**src/include/mul_cfg.svh**
```systemverilog
`ifndef MUL_CFG_SVH
`define MUL_CFG_SVH

`define MUL_REG_SIZE    32      // Operand and result word width
`define MUL_REG_ADDR    5       // Destination register tag width
`define MUL_FUNCT_SIZE  6
`define MUL_FUNCT_MULT  6'h18   // MIPS mult
`define MUL_FUNCT_MULTU 6'h19   // MIPS multu
`define MUL_HALF        16      // Split point for the partial products
`define MUL_STAGES      5       // Pipeline depth, M1 to M5

`endif

```
**src/hw/mul_pkg.sv**
```systemverilog
`include "mul_cfg.svh"

package mul_pkg;

   // Request as seen at the pipeline input
   typedef struct packed {
      logic [`MUL_FUNCT_SIZE-1:0] funct;
      logic [`MUL_REG_ADDR-1:0]   tag;
      logic [`MUL_REG_SIZE-1:0]   a;
      logic [`MUL_REG_SIZE-1:0]   b;
   } mul_req_t;

   // M1 output, operands as magnitudes
   typedef struct packed {
      logic [`MUL_REG_ADDR-1:0]   tag;
      logic                       neg;        // Product must be negated
      logic                       is_signed;
      logic [`MUL_REG_SIZE-1:0]   mag_a;
      logic [`MUL_REG_SIZE-1:0]   mag_b;
   } mul_mag_t;

   // M2 output, four half-word products
   typedef struct packed {
      logic [`MUL_REG_ADDR-1:0]   tag;
      logic                       neg;
      logic                       is_signed;
      logic [`MUL_REG_SIZE-1:0]   p_ll;       // a_lo * b_lo
      logic [`MUL_REG_SIZE-1:0]   p_lh;       // a_lo * b_hi
      logic [`MUL_REG_SIZE-1:0]   p_hl;       // a_hi * b_lo
      logic [`MUL_REG_SIZE-1:0]   p_hh;       // a_hi * b_hi
   } mul_part_t;

   // M3 output, unsigned product magnitude
   typedef struct packed {
      logic [`MUL_REG_ADDR-1:0]   tag;
      logic                       neg;
      logic                       is_signed;
      logic [2*`MUL_REG_SIZE-1:0] mag;
   } mul_sum_t;

   // Final result, M4 onwards
   typedef struct packed {
      logic [`MUL_REG_ADDR-1:0]   tag;
      logic [`MUL_REG_SIZE-1:0]   lo;
      logic [`MUL_REG_SIZE-1:0]   hi;
      logic                       zero;
      logic                       overflow;   // Product does not fit in lo
   } mul_res_t;

endpackage

```
**src/hw/mul_operand_stage.sv**
```systemverilog
`timescale 1ns/1ps
`include "mul_cfg.svh"

module mul_operand_stage (
   input  logic              clk,
   input  logic              mem_wb_reset,
   input  logic              advance,
   input  logic              in_valid,
   input  mul_pkg::mul_req_t in_req,
   output logic              valid,
   output mul_pkg::mul_mag_t mag
);
   import mul_pkg::*;

   logic     is_signed;
   logic     neg_a;
   logic     neg_b;
   mul_mag_t mag_next;

   // Anything other than mult is treated as unsigned
   assign is_signed = (in_req.funct == `MUL_FUNCT_MULT);
   assign neg_a     = is_signed & in_req.a[`MUL_REG_SIZE-1];
   assign neg_b     = is_signed & in_req.b[`MUL_REG_SIZE-1];

   always_comb begin
      mag_next.tag       = in_req.tag;
      mag_next.is_signed = is_signed;
      mag_next.neg       = neg_a ^ neg_b;
      // Magnitude of 0x80000000 is itself when read as unsigned
      mag_next.mag_a     = neg_a ? -in_req.a : in_req.a;
      mag_next.mag_b     = neg_b ? -in_req.b : in_req.b;
   end

   always_ff @(posedge clk) begin
      if (mem_wb_reset) begin
         valid <= 1'b0;
      end else if (advance) begin
         valid <= in_valid;
      end
   end

   always_ff @(posedge clk) begin
      if (advance) begin
         mag <= mag_next;   // Frozen on stall
      end
   end

endmodule

```
**src/hw/mul_partial_stage.sv**
```systemverilog
`timescale 1ns/1ps
`include "mul_cfg.svh"

module mul_partial_stage (
   input  logic               clk,
   input  logic               mem_wb_reset,
   input  logic               advance,
   input  logic               in_valid,
   input  mul_pkg::mul_mag_t  in_mag,
   output logic               valid,
   output mul_pkg::mul_part_t part
);
   import mul_pkg::*;

   logic [`MUL_HALF-1:0] a_lo;
   logic [`MUL_HALF-1:0] a_hi;
   logic [`MUL_HALF-1:0] b_lo;
   logic [`MUL_HALF-1:0] b_hi;
   mul_part_t            part_next;

   assign a_lo = in_mag.mag_a[`MUL_HALF-1:0];
   assign a_hi = in_mag.mag_a[`MUL_REG_SIZE-1:`MUL_HALF];
   assign b_lo = in_mag.mag_b[`MUL_HALF-1:0];
   assign b_hi = in_mag.mag_b[`MUL_REG_SIZE-1:`MUL_HALF];

   always_comb begin
      part_next.tag       = in_mag.tag;
      part_next.neg       = in_mag.neg;
      part_next.is_signed = in_mag.is_signed;
      // Operands widened so the 16x16 products keep all 32 bits
      part_next.p_ll      = {{`MUL_HALF{1'b0}}, a_lo} * {{`MUL_HALF{1'b0}}, b_lo};
      part_next.p_lh      = {{`MUL_HALF{1'b0}}, a_lo} * {{`MUL_HALF{1'b0}}, b_hi};
      part_next.p_hl      = {{`MUL_HALF{1'b0}}, a_hi} * {{`MUL_HALF{1'b0}}, b_lo};
      part_next.p_hh      = {{`MUL_HALF{1'b0}}, a_hi} * {{`MUL_HALF{1'b0}}, b_hi};
   end

   always_ff @(posedge clk) begin
      if (mem_wb_reset) begin
         valid <= 1'b0;
      end else if (advance) begin
         valid <= in_valid;
      end
   end

   always_ff @(posedge clk) begin
      if (advance) begin
         part <= part_next;
      end
   end

endmodule

```
**src/hw/mul_accum_stage.sv**
```systemverilog
`timescale 1ns/1ps
`include "mul_cfg.svh"

module mul_accum_stage (
   input  logic               clk,
   input  logic               mem_wb_reset,
   input  logic               advance,
   input  logic               in_valid,
   input  mul_pkg::mul_part_t in_part,
   output logic               valid,
   output mul_pkg::mul_sum_t  sum
);
   import mul_pkg::*;

   logic [2*`MUL_REG_SIZE-1:0] w_ll;
   logic [2*`MUL_REG_SIZE-1:0] w_mid;   // Both cross terms, weight 2^16
   logic [2*`MUL_REG_SIZE-1:0] w_hh;
   mul_sum_t                   sum_next;

   assign w_ll  = {{`MUL_REG_SIZE{1'b0}}, in_part.p_ll};
   assign w_mid = ({{`MUL_REG_SIZE{1'b0}}, in_part.p_lh} << `MUL_HALF)
                + ({{`MUL_REG_SIZE{1'b0}}, in_part.p_hl} << `MUL_HALF);
   assign w_hh  = {in_part.p_hh, {`MUL_REG_SIZE{1'b0}}};

   always_comb begin
      sum_next.tag       = in_part.tag;
      sum_next.neg       = in_part.neg;
      sum_next.is_signed = in_part.is_signed;
      sum_next.mag       = w_ll + w_mid + w_hh;
   end

   always_ff @(posedge clk) begin
      if (mem_wb_reset) begin
         valid <= 1'b0;
      end else if (advance) begin
         valid <= in_valid;
      end
   end

   always_ff @(posedge clk) begin
      if (advance) begin
         sum <= sum_next;
      end
   end

endmodule

```
**src/hw/mul_flag_stage.sv**
```systemverilog
`timescale 1ns/1ps
`include "mul_cfg.svh"

module mul_flag_stage (
   input  logic              clk,
   input  logic              mem_wb_reset,
   input  logic              advance,
   input  logic              in_valid,
   input  mul_pkg::mul_sum_t in_sum,
   output logic              valid,
   output mul_pkg::mul_res_t res
);
   import mul_pkg::*;

   logic [2*`MUL_REG_SIZE-1:0] prod;
   logic [`MUL_REG_SIZE-1:0]   lo;
   logic [`MUL_REG_SIZE-1:0]   hi;
   logic                       ovf_signed;
   logic                       ovf_unsigned;
   mul_res_t                   res_next;

   // Two's complement restores the sign
   assign prod = in_sum.neg ? -in_sum.mag : in_sum.mag;
   assign lo   = prod[`MUL_REG_SIZE-1:0];
   assign hi   = prod[2*`MUL_REG_SIZE-1:`MUL_REG_SIZE];

   // Signed fits only if hi is just the sign extension of lo
   assign ovf_signed   = (hi != {`MUL_REG_SIZE{lo[`MUL_REG_SIZE-1]}});
   assign ovf_unsigned = (hi != '0);

   always_comb begin
      res_next.tag      = in_sum.tag;
      res_next.lo       = lo;
      res_next.hi       = hi;
      res_next.zero     = (prod == '0);
      res_next.overflow = in_sum.is_signed ? ovf_signed : ovf_unsigned;
   end

   always_ff @(posedge clk) begin
      if (mem_wb_reset) begin
         valid <= 1'b0;
      end else if (advance) begin
         valid <= in_valid;
      end
   end

   always_ff @(posedge clk) begin
      if (advance) begin
         res <= res_next;
      end
   end

endmodule

```
**src/hw/mul_output_stage.sv**
```systemverilog
`timescale 1ns/1ps

module mul_output_stage (
   input  logic              clk,
   input  logic              mem_wb_reset,
   input  logic              in_valid,
   input  mul_pkg::mul_res_t in_res,
   input  logic              out_ready,
   output logic              out_valid,
   output mul_pkg::mul_res_t out_res,
   output logic              advance
);
   import mul_pkg::*;

   mul_res_t res_q;

   // Single stall decision for the whole pipeline.
   // A held result that nobody takes freezes every stage, the way a data
   // cache miss freezes the stage registers of the CPU.
   assign advance = ~out_valid | out_ready;

   always_ff @(posedge clk) begin
      if (mem_wb_reset) begin
         out_valid <= 1'b0;
      end else if (advance) begin
         out_valid <= in_valid;   // Bubble clears it
      end
   end

   // Stable while out_valid is high and not taken
   always_ff @(posedge clk) begin
      if (advance) begin
         res_q <= in_res;
      end
   end

   assign out_res = res_q;

endmodule

```
**src/hw/mul_pipeline.sv**
```systemverilog
`timescale 1ns/1ps

module mul_pipeline (
   input  logic              clk,
   input  logic              mem_wb_reset,
   input  logic              in_valid,
   output logic              in_ready,
   input  mul_pkg::mul_req_t in_req,
   output logic              out_valid,
   input  logic              out_ready,
   output mul_pkg::mul_res_t out_res
);

   logic               advance;
   logic               m1_valid;
   logic               m2_valid;
   logic               m3_valid;
   logic               m4_valid;
   mul_pkg::mul_mag_t  m1_mag;
   mul_pkg::mul_part_t m2_part;
   mul_pkg::mul_sum_t  m3_sum;
   mul_pkg::mul_res_t  m4_res;

   assign in_ready = advance;   // Accept whenever the pipeline moves

   mul_operand_stage M1 (
      .clk          (clk),
      .mem_wb_reset (mem_wb_reset),
      .advance      (advance),
      .in_valid     (in_valid),
      .in_req       (in_req),
      .valid        (m1_valid),
      .mag          (m1_mag)
   );

   mul_partial_stage M2 (
      .clk          (clk),
      .mem_wb_reset (mem_wb_reset),
      .advance      (advance),
      .in_valid     (m1_valid),
      .in_mag       (m1_mag),
      .valid        (m2_valid),
      .part         (m2_part)
   );

   mul_accum_stage M3 (
      .clk          (clk),
      .mem_wb_reset (mem_wb_reset),
      .advance      (advance),
      .in_valid     (m2_valid),
      .in_part      (m2_part),
      .valid        (m3_valid),
      .sum          (m3_sum)
   );

   mul_flag_stage M4 (
      .clk          (clk),
      .mem_wb_reset (mem_wb_reset),
      .advance      (advance),
      .in_valid     (m3_valid),
      .in_sum       (m3_sum),
      .valid        (m4_valid),
      .res          (m4_res)
   );

   // Last stage also owns the freeze
   mul_output_stage M5 (
      .clk          (clk),
      .mem_wb_reset (mem_wb_reset),
      .in_valid     (m4_valid),
      .in_res       (m4_res),
      .out_ready    (out_ready),
      .out_valid    (out_valid),
      .out_res      (out_res),
      .advance      (advance)
   );

endmodule

```
**config.mk**
```make
export PLATFORM = sky130hd
export DESIGN_NAME = mul_pipeline
export DESIGN_NICKNAME = d
export VERILOG_FILES = /design/src/hw/mul_pkg.sv /design/src/hw/mul_operand_stage.sv /design/src/hw/mul_partial_stage.sv /design/src/hw/mul_accum_stage.sv /design/src/hw/mul_flag_stage.sv /design/src/hw/mul_output_stage.sv /design/src/hw/mul_pipeline.sv
export VERILOG_INCLUDE_DIRS = /design/src /design/src/include
export SDC_FILE = /design/constraint.sdc
export NUM_CORES = 2
export LEC_CHECK = 0
export BUFFER_PORTS_ARGS = -buffer_cell sky130_fd_sc_hd__clkbuf_2
export CORE_ASPECT_RATIO = 1.5
export CORE_MARGIN = 2
export CORE_UTILIZATION = 50
export DETAILED_ROUTE_END_ITERATION = 12
export PLACE_DENSITY_LB_ADDON = 0.25
export SYNTH_ARGS = -nofsm -noshare
export SYNTH_HDL_FRONTEND = slang
export SYNTH_HIERARCHICAL = 1
export SYNTH_SLANG_ARGS = --single-unit
export TNS_END_PERCENT = 10
```
**constraint.sdc**
```tcl
create_clock -name clk -period 7.6 [get_ports clk]
set_input_delay 1.52 -clock clk [delete_from_list [all_inputs] [get_ports clk]]
set_output_delay 1.52 -clock clk [all_outputs]
set_load 0.005 [all_outputs]
```
After elaboration in Yosys (flattened, before gate mapping). Cells that the tools add are included.

Reductions and logical operators: 2. Equality and inequality tests: 2. Bitwise gates (word level): 5. Add/sub/neg operators: 6. Muxes and demuxes: 4. $mul: 4.

Operator list (count): $mul 16x16->32 (4); $add 32x64->64 (1); $add 64x64->64 (1); $logic_not 64->1 (1); $mux 32 (2); $mux 64 (1); $neg 32->32 (2); $neg 64->64 (1); $add 48x48->49 (1); $ne 32x32->1 (1); $reduce_bool 32->1 (1); $eq 6x5->1 const B (1); $and 1x1->1 (2); $mux 1 (1); $not 1->1 (1); $or 1x1->1 (1); $xor 1x1->1 (1).

Bits in registers: 424. Output and inout port bits: 73. Logic and storage cells: 54. Input port bits: 79.

Depth between registers and ports, before layout.
Word-level depth: 4. Mapped depth: 24. Depth with buffers taken out: 22.

By module. The synthesis kept the hierarchy.

Modules (own cells, without submodules): mul_partial_stage (instances 1, cells an instance 4141, sequential area each 4073.9 sq um, area an instance 38284.2 sq um); mul_accum_stage (instances 1, cells an instance 396, sequential area each 2152.1 sq um, area an instance 4897.2 sq um); mul_flag_stage (instances 1, cells an instance 405, sequential area each 2152.1 sq um, area an instance 4400.5 sq um); mul_operand_stage (instances 1, cells an instance 281, sequential area each 2152.1 sq um, area an instance 3602.2 sq um); mul_output_stage (instances 1, cells an instance 75, sequential area each 2152.1 sq um, area an instance 2178.3 sq um).

Least setup slack after synthesis. OpenSTA, ideal clock, no wires.

Path kind: register to register. Start: register M1/mag[57] (netlist name). End: register M2/part[30] (netlist name), data pin. Library setup time: 0.260 ns. Path slack: 1.547 ns. Stages on the path, launching flop included: 22. Period minus slack after synthesis: 6.053 ns. Path buffers: 1. Data required time: 7.340 ns. Arrival time: 5.793 ns. Path through: edfxtp_1 clkbuf_1 and2_1 fa_1 inv_1 fa_1 fa_1 inv_1 fa_1 fa_1 inv_1 fa_1 inv_1 ha_1 a211o_1 a2111oi_2 a21boi_2 o311ai_1 a221oi_4 o21ai_2 a221oi_2 xnor2_1.

RTL lines: start: declaration (line mul_operand_stage.sv:11) `output mul_pkg::mul_mag_t mag`; start signal: assignment (line mul_operand_stage.sv:44) `mag <= mag_next;`; end signal: assignment (line mul_partial_stage.sv:47) `part <= part_next;`; end: declaration (line mul_partial_stage.sv:11) `output mul_pkg::mul_part_t part`.

==> results.md <==
Job:
- The tool flagged a number of max-cap violations equal to 0.

Logic synthesis:
- The flip-flop cell with the highest count after synthesis is edfxtp_1.
- After synthesis, the mean cell area works out to 10.1 µm².
- After synthesis the cells add up to 53400 µm².
- In this run, synthesis produced a sequential element count of 424.
- The synthesized design devotes to its leading area cell type 30.4% of total area.
- Yosys attributes the largest share of cell area to fa_1 (30%), edfxtp_1 (24%), ha_1 (11%).
- Synthesis produced a netlist with a net count of 6638.
- The dominant cell by count in the synthesized netlist is inv_1.
- Summed over all instances, the cell type with the most area after synthesis is fa_1.
- The sequential area share after synthesis is 23.8%.
- The instance count of the mapped netlist is 5298.
- Synthesis instantiated 91 different standard cells from the library.
- The share of flip-flops with an asynchronous set or reset is 0%.
- Yosys printed 6 warnings.
- Yosys mapped a number of flops with a built-in enable equal to 419.
- The commonest cells after synthesis are inv_1 (963), fa_1 (809), nand2_1 (684), and2_1 (478), ha_1 (452).

Setup path:
- The kind of start point of the critical path is a register.
- For the worst setup path, the data required time is 8.02 ns.
- In this run the critical register-to-register path is launched from M1/mag[17]$_DFFE_PP_.
- The signal on the critical path passes through buf_4 > nand2_1 > fa_1 > fa_1 > inv_1 > ha_1 > fa_1 > inv_1 > fa_1 > fa_1 > inv_1 > ha_1 > a21o_1 > a21o_1 > a2111oi_0 > o31ai_1 > a31oi_1 > o21ai_0 > and4b_1 > nor3_1.
- The setup slack on the worst flop-to-flop path is 0.44 ns.
- The number of cells on the critical path is 20.
- The data arrival time of the critical path is 7.58 ns.
- The reg-to-reg critical path endpoint is M2/part[95]$_DFFE_PP_.
- On the critical path, the stage with the largest delay is an instance of edfxtp_1.
- Of all nets on the critical path, the largest fanout is 17.
- The worst setup path is captured at a register.
- The critical path class is register to register.
- On the worst path, the slowest cell contributes a delay of 1.10 ns.
- For the worst flop-to-flop path, the logic depth is 20.
- In this design, the critical path's most frequently occurring cell is fa_1.
- The kind of cell adding the most delay to the critical path is adder cells.
- Counting both buffers and inverters, the worst setup path holds a total of 4.

Layout:
- The repair_antennas step left the layout with diodes totalling 0.
- At the end of the flow, the number of nets in the layout was 6718.
- After routing the design area is 57400 µm².
- The sequential cells in the finished layout cover a total of 12700 µm².
- Fill cells in the final layout number 9344.
- Compared with the post-synthesis result, the final layout area differs by 7.62%.
- The fraction of layout cells with a size suffix above 1 is 7.26%.
- The area of combinational cells with multiple inputs is 36200 µm².

Placement:
- The port buffer count is 151.
- Summing all placed instances gives a cell area of 56000 µm².
- The routability congestion estimate from global placement is 0.924.
- The half-perimeter wire length after placement is 108 mm.

Min path:
- The worst hold path cell count is 0.
- The worst hold path terminates at M5/out_res[26]$_DFFE_PP_.
- The path class of the tightest hold or removal check is register to register.
- The hold path startpoint is M4/res[26]$_DFFE_PP_.

Route:
- The final antenna-violating net count is 0.
- The detailed router finished its first iteration with 2473 violations.
- The number of detailed-routing iterations run before antenna repair is 5.
- Dividing the detail-routed via count by the number of cells gives 5.49.
- In the final routed layout, each cell accounts on average for 19.7 µm.
- The detailed router placed 37424 vias in this run.
- For this run, design rule violations remaining after detail routing come to 0.
- Wires add up to 134 mm.

CTS:
- The tree is rooted in a clkbuf_16.
- The largest buffer count on any clock path is 3.
- In this run the number of H-tree levels came out at 2.
- Clock tree synthesis found a total of 424 sinks.
- The TritonCTS buffer count is 44.
- The count of buffers added by post-CTS timing repair for setup is 0.
- The number of gates resized after cts is 0.
- The TritonCTS clock tree is done.
- The insertion delay to the later sink of the worst-skew pair is 0.63 ns.
- Clock-pin slew was measured on the worst setup and hold paths at 0.07 ns.
- The number of hold buffers added after CTS is 0.

GRT:
- Entering global routing, the biggest net connects 165 pins.
- The first global-routing pass estimated 216 mm of wire.
- The initial antenna violation count is 1.
- The total global-route track usage is 25.3%.
- The leftover overflow at the end of global routing is 0.
- The number of global-route vias before repair is 39949.

STA:
- The count of final hold-check violations was 0.
- Setup repair after global routing left no endpoint under its margin.
- Timing would allow up to 140 MHz.
- Subtracting the final worst setup slack from the clock period gives 7.16 ns.
- The max-slew violation total from the final report was 0.
- Setup violations remaining at the end of the flow were counted as 0.
- The final setup TNS is 0 ns.
- The ratio of final minimum period to clock period is 94.2%.
- The pin slew with the least headroom to its limit is 1.29 ns.
- The worst pin sits at a relative slew slack of 13.8%.
- The worst clock skew on the final layout is 0.0316 ns.

Floorplanning:
- The floorplan has 146 rows.
- The floorplan step defined a core boundary enclosing 106000 µm².
- The die is 404 µm tall.
- For this configuration, the core starts out at a cell density of 50.5%.
- The die is 271 µm wide.
- The die covers 109000 µm².
- In this run the count of I/O pins placed on the die edge is 152.

Run status:
- The run finished with clean final reports.
-- final cells by class --
type	instances	share of cell area, %
Multi-Input combinational cell	3678	63.0
Clock inverter	30	0.482
Clock buffer	50	1.99
Sequential cell	424	22.1
Tap cell	1406	3.06
Inverter	964	6.30
Timing Repair Buffer	266	3.08
-- through the flow --
stage          setup WS [ns]  util (%)  hold WS [ns]  cells
2_1_floorplan           1.55         -         0.400   5298
3_3_place_gp           0.763      53.0         0.403   6738
3_5_place_dp           0.663      53.0         0.405   6738
4_1_cts                0.630      54.3         0.416   6818
5_1_grt               0.0826      54.3         0.422   6818
6_report               0.441      54.3         0.417   6818
-- per-layer routing --
metal  GRT usage [%]  vias to the layer above  part of all wire, %
met5               0                        -                    0
met4            11.9                        0                  5.5
met3            3.06                      339                  5.8
met2            44.9                     1311                   50
met1            30.7                    18666                   39
li1                -                    17108                    -
-- placed cells by master, fill, tap and decap left out, types with 7 or more instances in the layout --
cell type / Yosys / routed
a41oi_1: 7 / 7
and2_1: 478 / 478
buf_12: 0 / 12
o31ai_1: 45 / 45
fa_1: 809 / 809
nand3b_1: 8 / 8
nand2b_1: 24 / 24
a31oi_1: 27 / 27
mux2i_1: 7 / 7
xnor2_1: 180 / 180
o211ai_1: 10 / 10
ha_1: 452 / 452
inv_1: 963 / 963
a21o_1: 79 / 79
nor2_1: 101 / 101
nor4_1: 37 / 37
o21a_1: 14 / 14
buf_4: 0 / 103
or3_1: 14 / 14
nand2_1: 684 / 684
nor3_1: 36 / 36
o21bai_1: 28 / 28
or4_1: 17 / 17
clkbuf_16: 0 / 45
nand4_1: 31 / 31
and4_1: 15 / 15
a211oi_1: 23 / 23
a21oi_1: 137 / 137
o41ai_1: 19 / 19
inv_6: 0 / 8
nor3b_1: 7 / 7
clkbuf_2: 0 / 151
edfxtp_1: 419 / 419
and3_1: 26 / 26
nor2b_1: 12 / 12
o21ai_0: 86 / 86
or2_2: 9 / 9
nand3_1: 52 / 52
xor2_1: 91 / 91
-- how the worst max path moves through the flow --
stage | start | to | slack, ns
after floorplan | M1/mag[57]$_DFFE_PP_ | M2/part[30]$_DFFE_PP_ | 1.55
after global placement | M1/mag[39]$_DFFE_PP_ | M2/part[127]$_DFFE_PP_ | 0.76
after detailed placement | M1/mag[17]$_DFFE_PP_ | M2/part[93]$_DFFE_PP_ | 0.66
after CTS | M1/mag[17]$_DFFE_PP_ | M2/part[95]$_DFFE_PP_ | 0.63
after global routing | M1/mag[17]$_DFFE_PP_ | M2/part[95]$_DFFE_PP_ | 0.08
final | M1/mag[17]$_DFFE_PP_ | M2/part[95]$_DFFE_PP_ | 0.44
-- cells by family (layout without fill, tap and decap cells) --
logic type	Yosys count	after routing	share of synthesized area [%]
and+or+nand+nor	1578	1578	15.0
muxes	7	7	0.131
DFF	424	424	23.8
AOI/OAI and AO/OA	561	561	7.29
buffers and inverters	1196	1310	8.44
adders and majority gates	1261	1261	40.9
xor gates and xnor gates	271	271	4.45
-- state kept, by name (all words and copies together) (netlist names), 71 cells and up --
name,flops
M2/part,135
M1/mag,71
M3/sum,71
M4/res,71
M5/out_res,71
Power is left out: the tool's default activity adds up to more than one toggle a clock period on the data nets, which glitch-free logic cannot reach.
